**config.mk**
```make
export PLATFORM = sky130hd
export DESIGN_NAME = ls_dispatch
export DESIGN_NICKNAME = d
export VERILOG_FILES = /design/src/mem_access_pkg.sv /design/src/rv_op_pkg.sv /design/src/ls_dispatch.sv
export VERILOG_INCLUDE_DIRS = /design/src /design/src/src
export SDC_FILE = /design/constraint.sdc
export NUM_CORES = 1
export LEC_CHECK = 0
export BUFFER_PORTS_ARGS = -buffer_cell sky130_fd_sc_hd__buf_4
export CAP_MARGIN = 40
export CORE_MARGIN = 2
export CORE_UTILIZATION = 30
export DETAILED_ROUTE_END_ITERATION = 8
export PLACE_DENSITY = 0.69
export SYNTH_ARGS = -nofsm -noshare
export SYNTH_HDL_FRONTEND = slang
export SYNTH_SLANG_ARGS = --single-unit
```
**constraint.sdc**
```tcl
create_clock -name clk -period 0.8 [get_ports clk]
set_input_delay 0.24 -clock clk [delete_from_list [all_inputs] [get_ports clk]]
set_output_delay 0.24 -clock clk [all_outputs]
set_load 0.03 [all_outputs]
```
**src/lsq_macros.svh**
```systemverilog
`ifndef LSQ_MACROS_SVH
`define LSQ_MACROS_SVH

// destination tag, tag 0 means no dependency
`define LSQ_TAG_W 4
// slots indexed by tag, slot 0 never holds an entry
`define LSQ_ENTRIES 16

// data and byte address width
`define LSQ_DATA_W 32
// signed offset from the instruction
`define LSQ_IMM_W 12

// word depth of the data memory
`define LSQ_MEM_WORDS 256
// request to response, in cycles
`define LSQ_MEM_LAT 2

`endif

```
**src/mem_access_pkg.sv**
```systemverilog
package mem_access_pkg;

    // access size of one memory request
    typedef enum logic [1:0] {
        len_byte = 2'd0,
        len_half = 2'd1,
        len_word = 2'd2
    } acc_len_e;

endpackage

```
**src/rv_op_pkg.sv**
```systemverilog
package rv_op_pkg;

    // rv32i memory opcodes, same encoding as dispatch
    typedef enum logic [3:0] {
        op_lb    = 4'd0,
        op_lh    = 4'd1,
        op_lw    = 4'd2,
        op_lbu   = 4'd3,
        op_lhu   = 4'd4,
        op_sb    = 4'd5,
        op_sh    = 4'd6,
        op_sw    = 4'd7,
        op_other = 4'd15
    } ls_op_e;

    typedef enum logic {
        dir_load  = 1'b0,
        dir_store = 1'b1
    } ls_dir_e;

endpackage
```
**src/ls_dispatch.sv**
```systemverilog
`timescale 1ns/10ps
`include "lsq_macros.svh"

module ls_dispatch (
    input  logic                     clk,
    input  logic                     arst_n,
    input  logic                     disp_en,
    input  rv_op_pkg::ls_op_e        disp_op,
    input  logic [`LSQ_IMM_W-1:0]    disp_imm,
    input  logic [`LSQ_TAG_W-1:0]    disp_tag,
    input  logic [`LSQ_TAG_W-1:0]    disp_rs1_tag,
    input  logic [`LSQ_DATA_W-1:0]   disp_rs1_data,
    input  logic [`LSQ_TAG_W-1:0]    disp_rs2_tag,
    input  logic [`LSQ_DATA_W-1:0]   disp_rs2_data,
    output logic                     ent_en,
    output logic [`LSQ_TAG_W-1:0]    ent_tag,
    output rv_op_pkg::ls_dir_e       ent_dir,
    output mem_access_pkg::acc_len_e ent_len,
    output logic                     ent_signed,
    output logic [`LSQ_IMM_W-1:0]    ent_imm,
    output logic [`LSQ_TAG_W-1:0]    ent_rs1_tag,
    output logic [`LSQ_DATA_W-1:0]   ent_rs1_data,
    output logic                     ent_rs1_rdy,
    output logic [`LSQ_TAG_W-1:0]    ent_rs2_tag,
    output logic [`LSQ_DATA_W-1:0]   ent_rs2_data,
    output logic                     ent_rs2_rdy
);
    logic                     is_mem;
    logic                     dec_signed;
    rv_op_pkg::ls_dir_e       dec_dir;
    mem_access_pkg::acc_len_e dec_len;

    always_comb begin
        is_mem     = 1'b1;
        dec_dir    = rv_op_pkg::dir_load;
        dec_len    = mem_access_pkg::len_word;
        dec_signed = 1'b1;
        case (disp_op)
            rv_op_pkg::op_lb: dec_len = mem_access_pkg::len_byte;
            rv_op_pkg::op_lh: dec_len = mem_access_pkg::len_half;
            rv_op_pkg::op_lw: dec_len = mem_access_pkg::len_word;
            rv_op_pkg::op_lbu: begin
                dec_len    = mem_access_pkg::len_byte;
                dec_signed = 1'b0;
            end
            rv_op_pkg::op_lhu: begin
                dec_len    = mem_access_pkg::len_half;
                dec_signed = 1'b0;
            end
            rv_op_pkg::op_sb: begin
                dec_dir = rv_op_pkg::dir_store;
                dec_len = mem_access_pkg::len_byte;
            end
            rv_op_pkg::op_sh: begin
                dec_dir = rv_op_pkg::dir_store;
                dec_len = mem_access_pkg::len_half;
            end
            rv_op_pkg::op_sw: dec_dir = rv_op_pkg::dir_store;
            // anything else belongs to another unit
            default: is_mem = 1'b0;
        endcase
    end

    always_ff @(posedge clk or negedge arst_n) begin
        if (!arst_n) begin
            ent_en <= 1'b0;
        end else begin
            ent_en <= disp_en && is_mem;
        end
    end

    always_ff @(posedge clk) begin
        ent_tag      <= disp_tag;
        ent_dir      <= dec_dir;
        ent_len      <= dec_len;
        ent_signed   <= dec_signed;
        ent_imm      <= disp_imm;
        ent_rs1_tag  <= disp_rs1_tag;
        ent_rs1_data <= disp_rs1_data;
        ent_rs1_rdy  <= (disp_rs1_tag == '0);
        ent_rs2_tag  <= disp_rs2_tag;
        ent_rs2_data <= disp_rs2_data;
        // loads never read rs2
        ent_rs2_rdy  <= (dec_dir == rv_op_pkg::dir_load) || (disp_rs2_tag == '0);
    end

endmodule

```
==> run summary, run 1 <==
gpl congestion: 0.647
TNS Setup: -22.11 ns
slowest stage delay, CP: 0.38 ns
Ys Warns: 0
highest clock rate: 0.925 GHz
Post-Syn Area per Cell: 18.4 µm²
Max Cap Violations: 0
Seq/Total Area, Yosys: 0.950
clk root buf: clkbuf_8
nets: 491
area fraction in compound gates after synthesis: 0.0106
Critical Path AT: 0.84 ns
Routed wire per std cell: 15.4 µm
period utilization: 1.35
antenna-violating nets left: 0
post-CTS setup buffers: 0
Placement Cell Area: 0.00354 mm²
DRC violations left: 13
failing checks: DRC, setup timing
CP cell instances: buf_6
Hold Path Class: in2reg
largest family of logic cells by synthesized area: simple AND/OR/NAND/NOR gates
post-synthesis simple-gate area fraction: 0.0393
DR vias: 1928
Met1 Wirelength: 2.14 mm
DP Wirelength: 4.29 mm
post-route cell area: 0.00507 mm²
Filler Cells Inserted: 354
TritonCTS clock tree: done
final hold vios: 0
Setup crit end: ent_en
Critical Path Start Type: flip-flop
Static Leakage: 0.00233 µW
die area: 0.00736 mm²
Worst Setup SP: ent_en
synthesized net count: 204
worst slew pin tran: 0.419 ns
Max Slew Vio Count: 0
RSZ-0062 raised after global routing: yes
number of global-route vias before repair: 2178
Post-Synth Adder-Cell Area: 0
vias per cell: 4.03
clk slew on worst S/H paths: 0.08 ns
most frequent cells in the layout: buf_4, buf_6, dfxtp_2
met2 WL: 4.40 mm
critical path peak fanout: 1
largest net degree at the start of global routing: 16
status: finished with violations
Crit path depth: 1
Clock Path Buffers: 2
slew margin rel.: 0.718
Die Height: 85.8 µm
Gate Count Post-Synth: 109
CTS Buf Count: 9
Tmin final: 1.08 ns
initial core utilization: 0.312
critical path class: reg2out
die span in x: 85.8 µm
Cell variety after synth: 14
CP Buf/Inv Count: 1
first drt pass iteration count: 8
Seq cells post-synth: 95
total track usage: 0.201
Port-buffer cells: 189
area delta synth->final: 152%
Initial DRC Count: 53
Core Region: 0.00642 mm²
grt total ovfl: 0
endpoint class of the critical path: output port
final setup margin: -0.281 ns
worst-case vdd ir drop: 1230 µV
first-pass GRT wire length: 10.9 mm
CP delay by family, top: flip-flops
initial antenna violation count: 0
H-tree levels: 3
mux cell area share after synthesis: 0
endpoints failing setup: 95
DR top layer: met4
XOR/XNOR share of the synthesized area: 0
n_diodes: 0
Syn Std Cell Area: 0.00201 mm²
row count: 29
CP required: 0.56 ns
DR WL met3: 689 µm
CTS Sinks: 95
I/O pin cnt: 190
Pwr Total: 9880 µW
slowest CP cell: dfrtp_1
PD cells: 1950 mW/mm²
share of layout cells above drive strength 1: 0.751
WL final: 7.36 mm
[registers in the layout, indices dropped and copies added (netlist names)]
register and cells:
ent_tag 4, ent_rs1_tag 4, ent_signed 1, ent_rs2_data 32
ent_dir 1, ent_rs1_rdy 1, ent_rs2_tag 4, ent_en 1
ent_imm 12, ent_rs2_rdy 1, ent_rs1_data 32, ent_len 2
[cell families (layout without fill, tap and decap cells)]
logic type | count (synthesis) | after routing
buf+inv | 0 | 292
flops | 95 | 95
compound gates | 3 | 3
simple gates | 11 | 11
[Yosys cell counts, drive strengths merged]
| cell type | count | area, µm² |
|---|---|---|
| dfxtp | 94 | 1880 |
| nor4 | 2 | 12.5 |
| or3b | 2 | 17.5 |
| a21o | 1 | 7.51 |
| a21oi | 1 | 5.00 |
| a31o | 1 | 8.76 |
| dfrtp | 1 | 25.0 |
| nand2b | 1 | 6.26 |
| nand3b | 1 | 7.51 |
| nor2 | 1 | 3.75 |
| nor2b | 1 | 6.26 |
| nor3b | 1 | 7.51 |
| or2b | 1 | 7.51 |
| or4b | 1 | 10.0 |
[area by class of cell]
type                       instances  area (µm²)  area share
clock buffer                      12         155      0.0306
clock inverter                     4        28.8     0.00568
multi-input combinational         14         115      0.0227
sequential                        95        2020       0.400
tap                               77        96.3      0.0190
timing repair buffer             276        2650       0.522
[worst min path at each step]
stage	from	endpoint	cells past startpoint
CTS	disp_rs2_tag[3]	ent_rs2_tag[3]	1
global route	disp_rs2_tag[3]	ent_rs2_tag[3]	1
floorplan	arst_n	ent_en	0
global placement	arst_n	ent_en	1
detailed placement	arst_n	ent_en	1
finish	disp_rs2_tag[3]	ent_rs2_tag[3]	1
[layer usage]
metal | vias to the layer above | GRT usage
met5 | - | 0
met4 | 0 | 0.0750
met3 | 18 | 0.0703
met2 | 107 | 0.411
met1 | 883 | 0.173
li1 | 920 | -
[timing repair]
item / 4_1_cts / 5_1_grt
cloned: 0 / 0
hold buffers: 85 / 1
setup endpoints to repair: 95 / 96
pin swaps: 0 / 1
endpoints found under the hold margin: 85 / 1
resized for setup: 189 / 3
[power by group]
part	switching (µW)	internal (µW)
clock	1570	1310
sequential	122	5030
combinational	804	1050
[through the flow]
step           hold WS [ns]   util  std cells  setup slack [ns]
2_1_floorplan       -0.0556      -        109           -0.0774
6_report             0.0201  0.789        478            -0.281
3_5_place_dp         0.0172  0.551        377            -0.238
5_1_grt            0.000828  0.789        478            -0.323
4_1_cts            0.000534  0.786        478            -0.300
3_3_place_gp         0.0158  0.551        377            -0.207
Note: power is estimated with default switching activity, not from simulation.
==> run 2, diff against run 1 <==
Settings changed: CAP_MARGIN 40 to default, CORE_MARGIN 2 to default.
==> run 2 against run 1 <==
Wire length grew 1.8%. Highest routed layer unchanged. Via count grew 1.2%. Critical path depth is the same. Power grew 0.44%. Non-clock buffer count grew 6. The flow finishes with violations (setup timing). Clock power is essentially flat. Largest cell class unchanged.
==> run summary, run 2 (synthesis results as in run 1) <==
status: finished with violations (unchanged)
failing checks: setup timing (was DRC, setup timing)
Critical Path AT: 0.86 ns (was 0.84 ns)
share of layout cells above drive strength 1: 0.747 (was 0.751)
Gate power share: 0.189 (was 0.187)
Seq pwr share: 0.520 (was 0.521)
gpl congestion: 0.655 (was 0.647)
die span in x: 83.8 µm (was 85.8 µm)
worst slew pin tran: 0.305 ns (was 0.419 ns)
number of global-route vias before repair: 2294 (was 2178)
CTS Buf Count: 9 (unchanged)
slowest CP cell: dfrtp_1 (unchanged)
switching share of power: 0.254 (was 0.253)
CP Buf/Inv Count: 1 (unchanged)
Core Region: 0.00639 mm² (was 0.00642 mm²)
slew margin rel.: 0.795 (was 0.718)
TritonCTS clock tree: done (unchanged)
final setup margin: -0.303 ns (was -0.281 ns)
hold path start: disp_rs1_tag[3] (was disp_rs2_tag[3])
initial core utilization: 0.314 (was 0.312)
largest net degree at the start of global routing: 16 (unchanged)
H-tree levels: 3 (unchanged)
commonest non-fill, non-tap cell in the layout: buf_4
DR vias: 1951 (was 1928)
period utilization: 1.38 (was 1.35)
first drt pass iteration count: 4 (was 8)
Clock Path Buffers: 2 (unchanged)
Initial DRC Count: 26 (was 53)
most frequent cells in the layout: buf_4, buf_6, dfxtp_2 (unchanged)
Critical Path Start Type: flip-flop (unchanged)
die area: 0.00702 mm² (was 0.00736 mm²)
endpoint class of the critical path: output port (unchanged)
endpoints failing setup: 95 (unchanged)
CTS Sinks: 95 (unchanged)
clk root buf: clkbuf_8 (unchanged)
n_diodes: 0 (unchanged)
first-pass GRT wire length: 11.3 mm (was 10.9 mm)
critical path class: reg2out (unchanged)
PD cells: 1940 mW/mm² (was 1950 mW/mm²)
Static Leakage: 0.00236 µW (was 0.00233 µW)
vias per cell: 4.03 (about the same)
Port-buffer cells: 189 (unchanged)
Die Height: 83.8 µm (was 85.8 µm)
critical path peak fanout: 1 (unchanged)
P_sw: 2520 µW (was 2500 µW)
Hold Crit Endpoint: ent_rs1_rdy (was ent_rs2_tag[3])
highest clock rate: 0.906 GHz (was 0.925 GHz)
Max Cap Violations: 0 (unchanged)
CP required: 0.56 ns (about the same)
row count: 29 (unchanged)
slowest stage delay, CP: 0.38 ns (about the same)
nets: 497 (was 491)
Pint: 7400 µW (was 7390 µW)
final hold vios: 0 (unchanged)
initial antenna violation count: 0 (unchanged)
DP Wirelength: 4.09 mm (was 4.29 mm)
total track usage: 0.218 (was 0.201)
grt total ovfl: 0 (unchanged)
Max Slew Vio Count: 0 (unchanged)
Hold Path Stages: 2 (was 1)
Routed wire per std cell: 15.5 µm (was 15.4 µm)
Tmin final: 1.10 ns (was 1.08 ns)
WL final: 7.49 mm (was 7.36 mm)
DRC violations left: 0 (was 13)
antenna-violating nets left: 0 (unchanged)
Hold Path Class: in2reg (unchanged)
Final Core Density: 0.802 (was 0.789)
CP cell instances: buf_6 (unchanged)
I/O pin cnt: 190 (unchanged)
worst-case vdd ir drop: 1690 µV (was 1230 µV)
Clk network pwr share: 0.291 (about the same)
CP delay by family, top: flip-flops (unchanged)
area delta synth->final: 155% (was 152%)
clk slew on worst S/H paths: 0.09 ns (was 0.08 ns)
RSZ-0062 raised after global routing: yes (unchanged)
biggest regs: ent_rs1_data (32), ent_rs2_data (32), ent_imm (12) (unchanged)
post-CTS setup buffers: 0 (unchanged)
TNS Setup: -23.13 ns (was -22.11 ns)
==> run 2: metrics by stage <==
stage	total power [µW]	hold WS, ns	std cells	worst slack (ns)	cell area, µm²
finish	9930	0.0566	484	-0.303	5120
global route	10300	0.0381	484	-0.339	5120
CTS	9920	0.0313	484	-0.316	5100
detailed placement	6490	0.0156	379	-0.224	3550
global placement	6460	0.0158	379	-0.208	3550
floorplan	5700	-0.0556	109	-0.0774	2010
==> run 2: final cells by class <==
class | instances | area (µm²)
sequential | 95 | 2020
clock buffer | 12 | 155
multi-input combinational | 14 | 115
timing repair buffer | 282 | 2700
fill | 342 | 1270
tap | 77 | 96.3
clock inverter | 4 | 30.0
==> run 2: layer usage <==
layer,up-vias,GRT usage,share of wire
met2,104,0.443,0.59
met4,0,0.0909,0.019
li1,933,-,-
met5,-,0,0
met3,13,0.0781,0.076
met1,901,0.187,0.31
==> run 2: repair_timing <==
| action | 4_1_cts | 5_1_grt |
|---|---|---|
| hold endpoints to repair | 89 | 0 |
| hold buffers | 89 | 0 |
| setup endpoints to repair | 95 | 96 |
| pin swaps | 0 | 0 |
| gates resized for setup | 189 | 3 |
==> run 2: power by group through the flow <==
stage | clock network [µW] | logic [µW] | registers (µW)
3_3_place_gp | 0 | 1310 | 5150
6_report | 2890 | 1880 | 5160
2_1_floorplan | 0 | 25.2 | 5680
4_1_cts | 2940 | 1830 | 5150
3_5_place_dp | 0 | 1330 | 5160
5_1_grt | 3180 | 1950 | 5180
==> run 2: how the worst max path moves through the flow <==
stage | startpoint | end | cells after the start
floorplan | disp_op[0] | ent_rs2_rdy | 2
global placement | disp_op[0] | ent_rs2_rdy | 3
detailed placement | disp_op[0] | ent_rs2_rdy | 3
CTS | ent_en | ent_en | 1
global route | ent_en | ent_en | 1
finish | ent_en | ent_en | 1
==> run 3, diff against run 2 <==
Settings changed: HOLD_SLACK_MARGIN from default to 0.12.
==> run 3 against run 2 <==
Clock power barely moved. Power barely moved. The run still ends with setup timing left. Global-route usage barely moved. Wire length fell by 0.87%. Critical path depth did not move. Largest power group unchanged.
==> run summary, run 3 (synthesis results as in run 1) <==
Hold Path Stages: 2 (unchanged)
share of layout cells above drive strength 1: 0.747 (unchanged)
Max Slew Vio Count: 0 (unchanged)
CP delay by family, top: flip-flops (unchanged)
DP Wirelength: 4.09 mm (unchanged)
failing checks: setup timing (unchanged)
number of global-route vias before repair: 2293 (was 2294)
total track usage: 0.218 (about the same)
Hold Path Class: in2reg (unchanged)
H-tree levels: 3 (unchanged)
vias per cell: 4.02 (was 4.03)
endpoint class of the critical path: output port (unchanged)
RSZ-0062 raised after global routing: yes (unchanged)
worst slew pin tran: 0.305 ns (unchanged)
die span in x: 83.8 µm (unchanged)
nets: 497 (unchanged)
Critical Path Start Type: flip-flop (unchanged)
die area: 0.00702 mm² (unchanged)
most frequent cells in the layout: buf_4, buf_6, dfxtp_2 (unchanged)
final hold vios: 0 (unchanged)
Core Region: 0.00639 mm² (unchanged)
initial core utilization: 0.314 (unchanged)
register area: 0.00202 mm² (unchanged)
commonest non-fill, non-tap cell in the layout: buf_4 (unchanged)
first drt pass iteration count: 4 (unchanged)
clk root buf: clkbuf_8 (unchanged)
I/O pin cnt: 190 (unchanged)
Die Height: 83.8 µm (unchanged)
Placement Cell Area: 0.00355 mm² (unchanged)
area delta synth->final: 155% (unchanged)
initial antenna violation count: 0 (unchanged)
DRC violations left: 0 (unchanged)
Critical Path AT: 0.86 ns (about the same)
Pwr Total: 9920 µW (was 9930 µW)
Tmin final: 1.10 ns (about the same)
row count: 29 (unchanged)
slew margin rel.: 0.795 (unchanged)
final setup margin: -0.303 ns (about the same)
CTS Buf Count: 9 (unchanged)
largest net degree at the start of global routing: 16 (unchanged)
CP cell instances: buf_6 (unchanged)
Initial DRC Count: 25 (was 26)
CP Buf/Inv Count: 1 (unchanged)
TNS Setup: -23.24 ns (was -23.13 ns)
period utilization: 1.38 (about the same)
clk slew on worst S/H paths: 0.09 ns (about the same)
Crit path depth: 1 (unchanged)
DR vias: 1945 (was 1951)
Clock Path Buffers: 2 (unchanged)
Port-buffer cells: 189 (unchanged)
Max Cap Violations: 0 (unchanged)
worst-case vdd ir drop: 1690 µV (about the same)
post-route cell area: 0.00512 mm² (unchanged)
critical path peak fanout: 1 (unchanged)
grt total ovfl: 0 (unchanged)
post-CTS setup buffers: 0 (unchanged)
WL final: 7.43 mm (was 7.49 mm)
critical path class: reg2out (unchanged)
antenna-violating nets left: 0 (unchanged)
gpl congestion: 0.655 (unchanged)
PD cells: 1940 mW/mm² (about the same)
Static Leakage: 0.00236 µW (unchanged)
TritonCTS clock tree: done (unchanged)
Filler Cells Inserted: 345 (was 342)
multi-input logic area: 115 µm² (unchanged)
CP required: 0.56 ns (about the same)
slowest CP cell: dfrtp_1 (unchanged)
status: finished with violations (unchanged)
Routed wire per std cell: 15.3 µm (was 15.5 µm)
first-pass GRT wire length: 11.3 mm (about the same)
slowest stage delay, CP: 0.38 ns (about the same)
highest clock rate: 0.906 GHz (about the same)
CTS Sinks: 95 (unchanged)
biggest regs: ent_rs1_data (32), ent_rs2_data (32), ent_imm (12) (unchanged)
endpoints failing setup: 96 (was 95)
n_diodes: 0 (unchanged)
## run 3: cell counts in the layout (fill, tap and decap cells not counted)
Identical to the previous run, type by type.
## run 3: layout make-up
cell class	count	area share
timing repair buffer	282	0.527
clock buffer	12	0.0303
tap	77	0.0188
multi-input combinational	14	0.0225
sequential	95	0.395
clock inverter	4	0.00587
## run 3: what timing repair did
item,CTS,global route
endpoints found under the setup margin,95,96
endpoints found under the hold margin,91,5
hold buffers,89,3
pin swaps,0,1
gates resized for setup,189,3
## run 3: metrics by stage
step	hold WS [ns]	cells	utilization	setup WS [ns]
after floorplan	-0.0556	109	-	-0.0774
after global placement	0.0158	379	0.556	-0.208
after CTS	0.0837	484	0.799	-0.316
final	0.125	484	0.802	-0.303
after global routing	0.0965	484	0.802	-0.339
after detailed placement	0.0156	379	0.556	-0.224
## run 3: metal layers
layer	global-route usage	share of wire	routed length [µm]	vias up
li1	-	-	-	934
met1	0.185	0.31	2310	894
met2	0.443	0.59	4410	104
met3	0.0781	0.077	570	13
met4	0.0909	0.019	142	0
met5	0	0	0	-
## run 3: path summary, 6_finish.rpt
path	from	to	slack, ns
max	ent_en	ent_en	-0.30
min	disp_op[3]	ent_rs2_rdy	0.13
max in group asynchronous	arst_n	ent_en	0.54
min in group asynchronous	arst_n	ent_en	0.18
## run 3: where the power goes
| group | leakage, µW | internal [µW] | switching (µW) |
|---|---|---|---|
| Sequential | 0.000806 | 5030 | 126 |
| Combinational | 0.00146 | 1070 | 810 |
| Clock | 0.0000926 | 1310 | 1580 |
